$ cat config.mk
export PLATFORM = sky130hd
export DESIGN_NAME = csr_index_config_loader
export DESIGN_NICKNAME = d
export VERILOG_FILES = /design/src/source/memory_packet_pkg.sv /design/src/source/csr_config_pkg.sv /design/src/source/fifo_port_if.sv /design/src/source/sync_fifo.sv /design/src/source/response_filter.sv /design/src/source/csr_config_assembler.sv /design/src/source/csr_index_config_loader.sv
export SDC_FILE = /design/constraint.sdc
export NUM_CORES = 2
export LEC_CHECK = 0
export BUFFER_PORTS_ARGS = -buffer_cell sky130_fd_sc_hd__buf_2
export CAP_MARGIN = 20
export CORE_MARGIN = 2
export CORE_UTILIZATION = 67
export DETAILED_ROUTE_END_ITERATION = 10
export PLACE_DENSITY = 0.88
export SLEW_MARGIN = 20
export SYNTH_ARGS = -nofsm -noshare
export SYNTH_HDL_FRONTEND = slang
export SYNTH_MEMORY_MAX_BITS = 65536
export SYNTH_SLANG_ARGS = --single-unit
$ cat constraint.sdc
create_clock -name ap_clk -period 35 [get_ports ap_clk]
set_input_delay 7 -clock ap_clk [delete_from_list [all_inputs] [get_ports ap_clk]]
set_output_delay 7 -clock ap_clk [all_outputs]
set_load 0.02 [all_outputs]
$ cat src/source/memory_packet_pkg.sv
/*
 * Memory response word fields as seen by the configuration loader.
 * The buffer kind encoding must match the one used by the memory front end.
 */
`default_nettype none

package memory_packet_pkg;

    // -------------------------------------------------------------------------
    // Widths
    // -------------------------------------------------------------------------
    localparam int data_w   = 32;
    localparam int offset_w = 32;
    localparam int shift_w  = 5;

    typedef logic [data_w-1:0]   data_t;
    typedef logic [offset_w-1:0] offset_t;
    typedef logic [shift_w-1:0]  shift_t;

    // -------------------------------------------------------------------------
    // Buffer kind carried with every response word
    // -------------------------------------------------------------------------
    // Only the two setup kinds reach the configuration assembler
    typedef enum logic [2:0] {
        buffer_invalid      = 3'd0,
        buffer_cu_setup     = 3'd1,
        buffer_engine_setup = 3'd2,
        buffer_data         = 3'd3
    } buffer_kind_e;

endpackage : memory_packet_pkg

`default_nettype wire

$ cat src/source/csr_config_pkg.sv
/*
 * Engine configuration record and the word layout of one 16-word setup slot.
 * Positions 6, 7 and 11 to 15 count toward completion but carry no field.
 */
`default_nettype none

package csr_config_pkg;

    // -------------------------------------------------------------------------
    // Slot geometry
    // -------------------------------------------------------------------------
    localparam int seq_words   = 16;
    localparam int seq_index_w = 4;

    // One mark per word of the slot
    typedef logic [seq_words-1:0] seq_mark_t;

    // -------------------------------------------------------------------------
    // Configuration field types
    // -------------------------------------------------------------------------
    // Bit 0 increment, bit 1 decrement, bit 2 sequence mode, bit 3 buffer mode
    typedef logic [3:0]  flags_t;
    typedef logic [31:0] index_t;
    typedef logic [63:0] pointer_t;
    typedef logic [30:0] cfg_shift_t;

    // Taken from bits 1:0 of word 5
    typedef enum logic [1:0] {
        cmd_invalid = 2'd0,
        cmd_read    = 2'd1,
        cmd_write   = 2'd2,
        cmd_stream  = 2'd3
    } mem_cmd_e;

    // -------------------------------------------------------------------------
    // Word positions inside the slot
    // -------------------------------------------------------------------------
    localparam int word_flags       = 0;
    localparam int word_index_start = 1;
    localparam int word_index_end   = 2;
    localparam int word_stride      = 3;
    localparam int word_shift       = 4;
    localparam int word_mem_cmd     = 5;
    localparam int word_pointer_lo  = 8;
    localparam int word_pointer_hi  = 9;
    localparam int word_array_size  = 10;

    // -------------------------------------------------------------------------
    // FIFO sizing and record width
    // -------------------------------------------------------------------------
    localparam int fifo_depth       = 16;
    localparam int fifo_prog_thresh = 8;

    // Flags, start, end, stride, shift, direction, command, pointer, size
    localparam int cfg_record_w = $bits(flags_t) + 3 * $bits(index_t)
                                + $bits(cfg_shift_t) + 1 + $bits(mem_cmd_e)
                                + $bits(pointer_t) + $bits(index_t);

endpackage : csr_config_pkg

`default_nettype wire

$ cat src/source/fifo_port_if.sv
/*
 * Push side and pop side of one sync_fifo. No handshake, plain strobes.
 */
`timescale 1ns/1ps
`default_nettype none

interface fifo_port_if #(
    parameter int width = 32
);

    logic             push;
    logic [width-1:0] push_data;
    logic             pop;
    logic [width-1:0] pop_data;
    logic             pop_valid;
    logic             empty;
    logic             prog_full;

    modport writer (
        output push,
        output push_data,
        input  prog_full
    );

    modport reader (
        output pop,
        input  pop_data,
        input  pop_valid,
        input  empty
    );

    modport fifo (
        input  push,
        input  push_data,
        input  pop,
        output pop_data,
        output pop_valid,
        output empty,
        output prog_full
    );

endinterface : fifo_port_if

`default_nettype wire

$ cat src/source/sync_fifo.sv
/*
 * Pushes into a full FIFO and pops from an empty one are dropped silently.
 * pop_data and a one-cycle pop_valid follow an accepted pop by one cycle.
 */
`timescale 1ns/1ps
`default_nettype none

module sync_fifo #(
    parameter int width       = csr_config_pkg::cfg_record_w,
    parameter int depth       = csr_config_pkg::fifo_depth,
    parameter int prog_thresh = csr_config_pkg::fifo_prog_thresh
) (
    input logic       ap_clk,
    input logic       areset_csr_index_generator,
    fifo_port_if.fifo port
);

    localparam int addr_w  = (depth > 1) ? $clog2(depth) : 1;
    localparam int count_w = $clog2(depth + 1);

    logic [width-1:0]   mem [depth];
    logic [addr_w-1:0]  wr_ptr;
    logic [addr_w-1:0]  rd_ptr;
    logic [count_w-1:0] count;
    logic               full;
    logic               do_push;
    logic               do_pop;

    // Wrap explicitly so depths that are not a power of two work
    function automatic logic [addr_w-1:0] next_ptr(input logic [addr_w-1:0] ptr);
        if (ptr == addr_w'(depth - 1)) begin
            return '0;
        end
        return ptr + 1'b1;
    endfunction

    // -------------------------------------------------------------------------
    // Flags
    // -------------------------------------------------------------------------
    assign port.empty     = (count == '0);
    assign full           = (count == count_w'(depth));
    assign port.prog_full = (count >= count_w'(prog_thresh));

    assign do_push = port.push && !full;
    assign do_pop  = port.pop && !port.empty;

    // -------------------------------------------------------------------------
    // Pointers and fill level
    // -------------------------------------------------------------------------
    always_ff @(posedge ap_clk) begin
        if (areset_csr_index_generator) begin
            wr_ptr         <= '0;
            rd_ptr         <= '0;
            count          <= '0;
            port.pop_valid <= 1'b0;
        end else begin
            port.pop_valid <= do_pop;
            if (do_push) begin
                wr_ptr <= next_ptr(wr_ptr);
            end
            if (do_pop) begin
                rd_ptr <= next_ptr(rd_ptr);
            end
            case ({do_push, do_pop})
                2'b10:   count <= count + 1'b1;
                2'b01:   count <= count - 1'b1;
                default: count <= count;
            endcase
        end
    end

    // -------------------------------------------------------------------------
    // Storage and read register
    // -------------------------------------------------------------------------
    always_ff @(posedge ap_clk) begin
        if (do_push) begin
            mem[wr_ptr] <= port.push_data;
        end
        if (do_pop) begin
            port.pop_data <= mem[rd_ptr];
        end
    end

endmodule : sync_fifo

`default_nettype wire

$ cat src/source/response_filter.sv
/*
 * Keeps setup words whose index (offset >> shift) falls in slot engine_slot.
 * No back-pressure to the source. Words pushed into a full FIFO are lost.
 */
`timescale 1ns/1ps
`default_nettype none

module response_filter #(
    parameter int engine_slot = 0
) (
    input logic                           ap_clk,
    input logic                           areset_csr_index_generator,
    input logic                           response_valid,
    input memory_packet_pkg::offset_t     response_offset,
    input memory_packet_pkg::shift_t      response_shift,
    input memory_packet_pkg::buffer_kind_e response_buffer,
    input memory_packet_pkg::data_t       response_data,
    fifo_port_if.writer                   resp_port
);

    localparam int slot_w = memory_packet_pkg::offset_w - csr_config_pkg::seq_index_w;

    logic                           valid_reg;
    memory_packet_pkg::offset_t     offset_reg;
    memory_packet_pkg::shift_t      shift_reg;
    memory_packet_pkg::buffer_kind_e buffer_reg;
    memory_packet_pkg::data_t       data_reg;
    memory_packet_pkg::offset_t     seq_index;
    logic                           setup_kind;
    logic                           in_slot;

    // Input register stage
    always_ff @(posedge ap_clk) begin
        if (areset_csr_index_generator) begin
            valid_reg <= 1'b0;
        end else begin
            valid_reg <= response_valid;
        end
    end

    always_ff @(posedge ap_clk) begin
        offset_reg <= response_offset;
        shift_reg  <= response_shift;
        buffer_reg <= response_buffer;
        data_reg   <= response_data;
    end

    // -------------------------------------------------------------------------
    // Filter
    // -------------------------------------------------------------------------
    assign seq_index  = offset_reg >> shift_reg;
    assign setup_kind = (buffer_reg == memory_packet_pkg::buffer_cu_setup)
                     || (buffer_reg == memory_packet_pkg::buffer_engine_setup);
    // Upper index bits select the slot
    assign in_slot    = (seq_index[memory_packet_pkg::offset_w-1:csr_config_pkg::seq_index_w]
                         == slot_w'(engine_slot));

    assign resp_port.push      = valid_reg && setup_kind && in_slot;
    assign resp_port.push_data = {seq_index[csr_config_pkg::seq_index_w-1:0], data_reg};

endmodule : response_filter

`default_nettype wire

$ cat src/source/csr_config_assembler.sv
/*
 * A record goes out once all 16 word positions are marked. Fields keep their
 * value across records until rewritten, and a repeated word overwrites.
 */
`timescale 1ns/1ps
`default_nettype none

module csr_config_assembler (
    input logic         ap_clk,
    input logic         areset_csr_index_generator,
    input logic         response_pop,
    fifo_port_if.reader resp_port,
    fifo_port_if.writer cfg_port
);

    logic [csr_config_pkg::seq_index_w-1:0] word_pos;
    memory_packet_pkg::data_t               word_data;
    csr_config_pkg::seq_mark_t              word_bit;
    csr_config_pkg::seq_mark_t              marks;
    logic                                   complete;

    // Decoded fields
    csr_config_pkg::flags_t     flags;
    csr_config_pkg::index_t     index_start;
    csr_config_pkg::index_t     index_end;
    csr_config_pkg::index_t     stride;
    csr_config_pkg::cfg_shift_t shift;
    logic                       shift_left;
    csr_config_pkg::mem_cmd_e   cmd;
    csr_config_pkg::pointer_t   array_pointer;
    csr_config_pkg::index_t     array_size;

    // -------------------------------------------------------------------------
    // Response word split and pop control
    // -------------------------------------------------------------------------
    assign word_pos  = resp_port.pop_data[memory_packet_pkg::data_w +: csr_config_pkg::seq_index_w];
    assign word_data = resp_port.pop_data[memory_packet_pkg::data_w-1:0];
    assign word_bit  = csr_config_pkg::seq_mark_t'(1) << word_pos;
    assign complete  = &marks;

    // Hold off while a record is pending or the output FIFO fills up
    assign resp_port.pop = response_pop && !complete && !cfg_port.prog_full;

    // -------------------------------------------------------------------------
    // Word marks
    // -------------------------------------------------------------------------
    always_ff @(posedge ap_clk) begin
        if (areset_csr_index_generator) begin
            marks <= '0;
        end else if (complete) begin
            // A word popped just before completion starts the next record
            marks <= resp_port.pop_valid ? word_bit : '0;
        end else if (resp_port.pop_valid) begin
            marks <= marks | word_bit;
        end
    end

    // -------------------------------------------------------------------------
    // Field decode
    // -------------------------------------------------------------------------
    always_ff @(posedge ap_clk) begin
        if (resp_port.pop_valid) begin
            case (word_pos)
                csr_config_pkg::word_flags: begin
                    flags <= word_data[3:0];
                end
                csr_config_pkg::word_index_start: begin
                    index_start <= word_data;
                end
                csr_config_pkg::word_index_end: begin
                    index_end <= word_data;
                end
                csr_config_pkg::word_stride: begin
                    stride <= word_data;
                end
                csr_config_pkg::word_shift: begin
                    shift      <= word_data[memory_packet_pkg::data_w-2:0];
                    shift_left <= word_data[memory_packet_pkg::data_w-1];
                end
                csr_config_pkg::word_mem_cmd: begin
                    cmd <= csr_config_pkg::mem_cmd_e'(word_data[1:0]);
                end
                csr_config_pkg::word_pointer_lo: begin
                    array_pointer[31:0] <= word_data;
                end
                csr_config_pkg::word_pointer_hi: begin
                    array_pointer[63:32] <= word_data;
                end
                csr_config_pkg::word_array_size: begin
                    array_size <= word_data;
                end
                default: begin
                    // Positions without a kept field only set their mark
                end
            endcase
        end
    end

    // -------------------------------------------------------------------------
    // Record push
    // -------------------------------------------------------------------------
    assign cfg_port.push      = complete;
    assign cfg_port.push_data = {flags, index_start, index_end, stride, shift, shift_left,
                                 cmd, array_pointer, array_size};

endmodule : csr_config_assembler

`default_nettype wire

$ cat src/source/csr_index_config_loader.sv
/*
 * Configuration loader for the engine in slot engine_slot (indices slot*16 on).
 * The source must pace its words, since a full response FIFO drops them.
 */
`timescale 1ns/1ps
`default_nettype none

module csr_index_config_loader #(
    parameter int engine_slot = 0
) (
    input  logic                            ap_clk,
    input  logic                            areset_csr_index_generator,
    input  logic                            response_valid,
    input  memory_packet_pkg::offset_t      response_offset,
    input  memory_packet_pkg::shift_t       response_shift,
    input  memory_packet_pkg::buffer_kind_e response_buffer,
    input  memory_packet_pkg::data_t        response_data,
    input  logic                            response_pop,
    input  logic                            config_pop,
    output logic                            config_valid,
    output csr_config_pkg::flags_t          config_flags,
    output csr_config_pkg::index_t          config_index_start,
    output csr_config_pkg::index_t          config_index_end,
    output csr_config_pkg::index_t          config_stride,
    output csr_config_pkg::cfg_shift_t      config_shift,
    output logic                            config_shift_left,
    output csr_config_pkg::mem_cmd_e        config_cmd,
    output csr_config_pkg::pointer_t        config_array_pointer,
    output csr_config_pkg::index_t          config_array_size
);

    // Sequence index bits followed by the data word
    localparam int resp_w = csr_config_pkg::seq_index_w + memory_packet_pkg::data_w;

    fifo_port_if #(.width(resp_w))                       resp_port ();
    fifo_port_if #(.width(csr_config_pkg::cfg_record_w)) cfg_port ();

    // -------------------------------------------------------------------------
    // Response path
    // -------------------------------------------------------------------------
    response_filter #(
        .engine_slot(engine_slot)
    ) u_response_filter (
        .ap_clk                    (ap_clk),
        .areset_csr_index_generator(areset_csr_index_generator),
        .response_valid            (response_valid),
        .response_offset           (response_offset),
        .response_shift            (response_shift),
        .response_buffer           (response_buffer),
        .response_data             (response_data),
        .resp_port                 (resp_port.writer)
    );

    sync_fifo #(
        .width      (resp_w),
        .depth      (csr_config_pkg::fifo_depth),
        .prog_thresh(csr_config_pkg::fifo_prog_thresh)
    ) u_resp_fifo (
        .ap_clk                    (ap_clk),
        .areset_csr_index_generator(areset_csr_index_generator),
        .port                      (resp_port.fifo)
    );

    csr_config_assembler u_assembler (
        .ap_clk                    (ap_clk),
        .areset_csr_index_generator(areset_csr_index_generator),
        .response_pop              (response_pop),
        .resp_port                 (resp_port.reader),
        .cfg_port                  (cfg_port.writer)
    );

    // -------------------------------------------------------------------------
    // Configuration output
    // -------------------------------------------------------------------------
    sync_fifo #(
        .width      (csr_config_pkg::cfg_record_w),
        .depth      (csr_config_pkg::fifo_depth),
        .prog_thresh(csr_config_pkg::fifo_prog_thresh)
    ) u_cfg_fifo (
        .ap_clk                    (ap_clk),
        .areset_csr_index_generator(areset_csr_index_generator),
        .port                      (cfg_port.fifo)
    );

    assign cfg_port.pop = config_pop;
    assign config_valid = cfg_port.pop_valid;

    // Same field order as the assembler packs the record
    assign {config_flags, config_index_start, config_index_end, config_stride, config_shift,
            config_shift_left, config_cmd, config_array_pointer,
            config_array_size} = cfg_port.pop_data;

endmodule : csr_index_config_loader

`default_nettype wire

Word level (Yosys, flattened, before mapping)
Memory sizes are Yosys's and may differ from the RTL's. A register that Yosys moved wholly into a read port is not among the register bits.
Index checks and enable logic that the tools add are counted.
{"block": "word_totals", "romBits": 0, "out_inout_bits": 231, "regBits": 347, "elab_cells": 119, "latch_bits": 0, "ramBits": 4256, "memories": 2}
{"memory": "u_cfg_fifo.mem", "words": 16, "width": 230, "read_ports": 1, "rd_clocked_by_memory_dff": 1, "write_ports": 1, "line": "sync_fifo.sv:21", "rtl": "logic [width-1:0] mem [depth];"}
{"memory": "u_resp_fifo.mem", "words": 16, "width": 36, "read_ports": 1, "rd_clocked_by_memory_dff": 1, "write_ports": 1, "line": "sync_fifo.sv:21"}
{"block": "classes", "addsub": 8, "n_shift": 2, "eq_ne": 20, "muxes": 29, "magnitude_cmp": 1, "bitwise": 1, "n_mul": 0, "n_div": 0, "reduce_logical": 32}
{"operator": "$mux 16", "n": 3}
{"operator": "$mux 4", "n": 8}
{"operator": "$shr 32x5->32", "n": 1}
{"operator": "$eq 4x4->1 const B", "n": 7}
{"operator": "$logic_not 28->1", "n": 1}
{"operator": "$pmux 5 s2", "n": 2}
{"operator": "$reduce_and 2->1", "n": 9}
{"operator": "$add 4x1->4 const B", "n": 4}
{"operator": "$mux 1", "n": 16}
{"operator": "$or 16x16->16", "n": 1}
{"operator": "$reduce_and 16->1", "n": 1}
{"operator": "$shl 1x4->16 const A", "n": 1}
{"operator": "$add 5x1->5 const B", "n": 2}
{"operator": "$eq 5x5->1 const B", "n": 2}
{"operator": "$logic_not 5->1", "n": 2}
{"operator": "$sub 5x1->5 const B", "n": 2}
{"operator": "$eq 4x2->1 const B", "n": 2}
{"operator": "$eq 4x3->1 const B", "n": 2}
{"operator": "$logic_and 1x1->1", "n": 8}
{"operator": "$logic_not 1->1", "n": 6}
{"operator": "$reduce_bool 2->1", "n": 3}
{"operator": "$ge 5x4->1 const B", "n": 1}
{"operator": "$eq 2x1->1 const B", "n": 2}
{"operator": "$eq 2x2->1 const B", "n": 2}
{"operator": "other kinds (5)", "n": 5}

Depth between registers and ports, before layout
{"block": "depth", "depth_word": 8, "depth_mapped": 23, "mapped_depth_nobuf": 18}

Modules after synthesis
From an unflattened synthesis, not the netlist that was laid out.
{"block": "hier_totals", "cells_unflattened": 7489, "area_unflattened_um2": 178816.5}
{"mod": "sync_fifo (u_cfg_fifo)", "area_per_inst_um2": 144942.8, "cells_per_inst": 5941, "seq_area_each_um2": 117692.9, "n_inst": 1}
{"mod": "sync_fifo (u_resp_fifo)", "area_per_inst_um2": 23478.8, "cells_per_inst": 1024, "seq_area_each_um2": 18657.9, "n_inst": 1}
{"mod": "csr_config_assembler", "area_per_inst_um2": 7564.8, "cells_per_inst": 295, "seq_area_each_um2": 7226.9, "n_inst": 1}
{"mod": "response_filter", "area_per_inst_um2": 2830.2, "cells_per_inst": 229, "seq_area_each_um2": 1461.4, "n_inst": 1}

Least setup slack after synthesis
Ideal clock, no wire load.
{"block": "synth_timing", "path_kind": "register to register", "start": "reg u_assembler.marks[14]", "end": "mem u_cfg_fifo.mem[3][0] (netlist bit), enable pin", "slack_ns": 16.813, "required_ns": 33.899, "n_path_buf": 1, "period_less_slack_ns": 18.187, "setup_time_ns": 1.101, "arrival_time_ns": 17.085, "stages_incl_launch_ff": 7, "cell_sequence": "dfxtp_1 > nand4_1 > or4_1 > clkbuf_1 > nor2_1 > nand2_1 > nor3_1"}
{"block": "synth_via", "elab_chain_cells": 4}
{"item": "start, declared", "line": "csr_config_assembler.sv:19", "rtl": "csr_config_pkg::seq_mark_t marks;"}
{"item": "start signal, assigned", "line": "csr_config_assembler.sv:52", "rtl": "marks <= resp_port.pop_valid ? word_bit : '0;"}
{"item": "start signal, assigned", "line": "csr_config_assembler.sv:54", "rtl": "marks <= marks | word_bit;"}
{"item": "$reduce_and 16->1", "line": "csr_config_assembler.sv:39", "rtl": "assign complete = &marks;"}
{"item": "$logic_and 1x1->1", "line": "sync_fifo.sv:44", "rtl": "assign do_push = port.push && !full;"}
{"item": "$mux 1", "line": "sync_fifo.sv:76", "rtl": "if (do_push) begin"}
{"item": "$mux 1 (implied by the code)", "line": "sync_fifo.sv:77", "rtl": "mem[wr_ptr] <= port.push_data;"}
{"item": "end, declared", "line": "sync_fifo.sv:21"}
No other way between the ends.

Worst setup path after layout
{"block": "layout_timing", "start": "in response_pop", "end": "reg u_resp_fifo.count[4]"}
{"block": "layout_via", "elab_chain_cells": 5, "elab_cells_between_ends": 7, "cone_classes": "eq/ne: 2; mux: 1; reduce/logical: 4"}
{"item": "start, declared", "line": "csr_index_config_loader.sv:18", "rtl": "input logic response_pop,"}
{"item": "$logic_and 1x1->1 * (2 in series)", "line": "csr_config_assembler.sv:42", "rtl": "assign resp_port.pop = response_pop && !complete && !cfg_port.prog_full;"}
{"item": "$logic_and 1x1->1 *", "line": "sync_fifo.sv:45", "rtl": "assign do_pop = port.pop && !port.empty;"}
{"item": "net u_resp_fifo.do_pop", "line": "sync_fifo.sv:27", "rtl": "logic do_pop;"}
{"item": "$eq 2x1->1 / $eq 2x2->1 (equally long branches)", "line": "sync_fifo.sv:64", "rtl": "case ({do_push, do_pop})"}
{"item": "$pmux 5 s2 / $reduce_bool 2->1 (equally long branches)"}
{"item": "end signal, assigned", "line": "sync_fifo.sv:65", "rtl": "2'b10: count <= count + 1'b1;"}
{"item": "end signal, assigned", "line": "sync_fifo.sv:66", "rtl": "2'b01: count <= count - 1'b1;"}
{"item": "end signal, assigned", "line": "sync_fifo.sv:67", "rtl": "default: count <= count;"}
{"item": "end, declared", "line": "sync_fifo.sv:24", "rtl": "logic [count_w-1:0] count;"}
The timed path passes the listed nets; every way through them passes the cells marked *.
A chain may end at the register's enable or synchronous reset.

==> metrics.md <==
| Metric | Value |
|---|---|
| RD Place Congestion | 0.814 |
| Leakage | 0.0609 uW |
| Top-Level Pins | 308 |
| Drt pass-1 iters | 8 |
| Clk slew on worst S/H paths | 0.07 ns |
| Post-DP HPWL | 271000 um |
| Setup Buffers After CTS | 0 |
| First-pass GRT wire length | 786000 um |
| Critical setup path kind | primary input to flip-flop |
| Syn. warnings | 0 |
| Mapped cell area | ~0.18 sq mm |
| Crit-path most repeated cell | a21oi_1 |
| Crit path max fanout | 43 |
| Placed Instances | 10700 |
| # DRC | 0 |
| Top reg by flops | u_cfg_fifo.mem |
| Seq cells post-synth | 4869 |
| # clock sinks | 4869 |
| Remaining Overflow, GRT | 0 |
| Detailed Route WL | 589000 um |
| Finished Layout Cells | 11700 |
| Mapped Cells | 6986 |
| Synth unique cells | 66 |
| Initial core utilization | 67.5% |
| Worst VDD drop | 0.0610 mV |
| Biggest regs | u_cfg_fifo.mem: 3680 flops, u_resp_fifo.mem: 576 flops, u_cfg_fifo.port.pop_data: 230 flops |
| Top cell type's share of synthesized area | 79.6% |
| EDFF count, synth | 4752 |
| Final core occ | about three quarters |
| Crit path required time | 35.88 ns |
| Sequential area share after synthesis | 80.9% |
| Die Y | 521 um |
| Syn Nets | 7081 |
| Total CTS buffers | about 450 |
| FF-to-FF setup slack | between 20 and 30 ns |
| Final min period | roughly 9.5 ns |
| Finish-stage setup viols | 0 |
| PD cells | 57.6 mW/mm^2 |
| Crit path capture | u_resp_fifo.count[4]$_SDFFE_PP0P_ |
| Final setup skew | 0.0797 ns |
| RSZ-0062 raised after global routing | no |
| Mean Syn Cell Area | between 20 and 30 sq um |
| Routed len/inst | 50.6 um |
| Nets@finish | 7694 |
| Max-Cap Viols | 0 |
| HP Class | flip-flop to flip-flop |
| Die Span X | between 500 and 600 um |
| Dominant synthesized flop cell | edfxtp_1 |
| Post-CTS resize count | 0 |
| # port buffers | about 300 |
| Initial DRC Count | 20300 |
| Filler instances | 12300 |
| Clk_lat worst skew | 0.99 ns |
| Cell with the most instances after synthesis | edfxtp_1 |
| Period utilization | 27.0% |
| Async SR Flop Fraction | 0% |
| R2R Path End | u_cfg_fifo.port.pop_data[79]$_DFFE_PP_ |
| Startpoint types | primary input |
| Post-synth top cells | edfxtp_1 (4752), mux4_2 (1338), clkbuf_1 (255) |
| Vias in the first global route | ~90000 |
| Max transition margin | between 10% and 20% |
| Worst r2r src | u_cfg_fifo.rd_ptr[0]$_SDFFE_PP0P_ |
| Status | completed |
| Yosys top cell by area | edfxtp_1 |
| Fin Setup TNS | 0 ns |
| Stages on worst setup path | 13 |
| All-Layer GR Usage | a little over two fifths |
| Fmax | between 100 and 150 MHz |
| Layout cell share with drive strength beyond 1 | 32.0% |
| CTS tree | built |
| Layout area overhead | 12.1% |
| Synth top area cells | edfxtp_1 (80%), mux4_2 (17%), dfxtp_1 (1.3%) |
| Final Max Slew Viols | 0 |
| Routed Antenna Nets | 0 |
| CTS Buffer Depth | 4 |
| Cell family with most CP delay | compound AO/OA/AOI/OAI gates |
| R2R cell count | 7 |
| Row count | 189 |
| Crit path from | response_pop |
| Largest stage delay on the critical path | 0.63 ns |
| Critical Path, Cell by Cell | buf_2 -> nor4b_2 -> buf_4 -> ha_1 -> xor2_1 -> ha_1 -> a21oi_1 -> nor2b_1 -> o21ai_0 -> a21oi_1 -> a311oi_1 -> o21ai_0 -> a21oi_1 |
| Core area | 0.266 sq mm |
| Die area | 0.272 sq mm |
| H-tree lvl count | 5 |
| Via density | 8.21 |
| CP max-delay cell | buf_4 |
| Setup crit end kind | flip-flop |
| WP data arrival | 10.34 ns |
| Root Buffer | clkbuf_16 |
| Worst path bufs/invs | 2 |
| Largest net degree at the start of global routing | between 100 and 150 |
| Antenna violations before repair | 82 |
| Slew @ Worst Pin | roughly 1.3 ns |
| Post-CTS Hold Buffers | 0 |
| Vias | 95700 |
| Largest register FFs | about 3700 |
| Hold Violations, Final | 0 |
==> layout by cell type (no fill, tap or decap), types with 6 or more instances in the layout <==
cell type	n
edfxtp_1	4752
mux4_2	1338
clkbuf_16	460
buf_2	307
buf_4	156
diode_2	142
dfxtp_1	108
clkbuf_1	103
clkinv_1	80
clkinv_2	75
nor2_1	73
a21oi_1	52
bufinv_16	43
nand2_1	38
mux2i_1	29
clkinvlp_4	25
clkbuf_8	20
inv_1	19
buf_12	18
ha_1	17
o21ai_0	16
and3_2	16
nor2_4	15
nor2b_1	14
inv_6	11
xor2_1	10
nor3_1	8
or3_1	7
mux2_2	7
nor3_2	7
buf_6	7
nand4_1	6
a2111oi_0	6
a211oi_1	6
a31oi_1	6
clkinv_16	6
clkinv_4	6
dfxtp_4	6
==> cell families after synthesis <==
logic type / count (synthesis) / synth area share (%)
AND/OR/NAND/NOR: 222 / 0.605
flip-flops: 4869 / 80.9
multiplexers: 1376 / 17.0
adder cells (fa/ha/maj): 18 / 0.130
buffers and inverters: 355 / 0.773
AO/OA/AOI/OAI: 134 / 0.488
XOR/XNOR: 12 / 0.0586
==> routing by layer <==
layer  part of all wire, %  up-vias  wire length, um  GRT usage (%)
met1                    29    48200           170000           55.4
met3                    15     2752            89500           12.2
met2                    48    13000           280000           65.6
li1                      -    31700                -              -
met5                 0.069        -              406          0.105
met4                   8.4       62            49800           27.4
==> final cells by class <==
type,instances,area (sq um),share of cell area [%]
antenna,142,355,0.177
clock buffer,584,12200,6.06
clock inverter,254,2610,1.30
inverter,20,82.6,0.0411
multi-input combinational,1762,33100,16.4
sequential,4869,145000,72.2
tap,3533,4420,2.20
timing repair buffer,492,3240,1.61
==> worst min-delay path by stage <==
stage,slack (ns),cells past startpoint,endpoint,startpoint
after floorplan,0.45,2,u_assembler.marks[15]$_SDFFE_PP0P_,u_assembler.marks[15]$_SDFFE_PP0P_
after global placement,0.47,2,u_assembler.marks[2]$_SDFFE_PP0P_,u_assembler.marks[2]$_SDFFE_PP0P_
after detailed placement,0.52,2,u_resp_fifo.wr_ptr[0]$_SDFFE_PP0P_,u_resp_fifo.wr_ptr[0]$_SDFFE_PP0P_
after CTS,0.55,2,u_resp_fifo.wr_ptr[0]$_SDFFE_PP0P_,u_resp_fifo.wr_ptr[0]$_SDFFE_PP0P_
after global routing,0.56,2,u_resp_fifo.wr_ptr[0]$_SDFFE_PP0P_,u_resp_fifo.wr_ptr[0]$_SDFFE_PP0P_
final,0.56,2,u_cfg_fifo.count[4]$_SDFFE_PP0P_,u_cfg_fifo.count[4]$_SDFFE_PP0P_
==> report_power, final <==
part | internal (uW) | switching [uW] | total, uW
sequential | 6310 | 13.4 | 6320
combinational | 17.4 | 30.3 | 47.7
clock | 2790 | 2420 | 5210
total | 9110 | 2470 | 11600
==> per-stage QoR <==
stage	setup slack [ns]	hold WS (ns)	area (sq um)	total power, uW
floorplan	16.81	0.453	179000	6470
detailed placement	24.80	0.517	186000	6490
finish	25.55	0.560	201000	11600
global placement	25.06	0.468	186000	6490
global route	25.44	0.560	201000	11700
CTS	25.73	0.546	200000	11500
==> worst min-delay path: stages, from the launching register on <==
cell	delay [ns]
dfxtp_1	0.36
o21ai_0	0.09
a21oi_1	0.06
(Power assumes the default switching activity.)
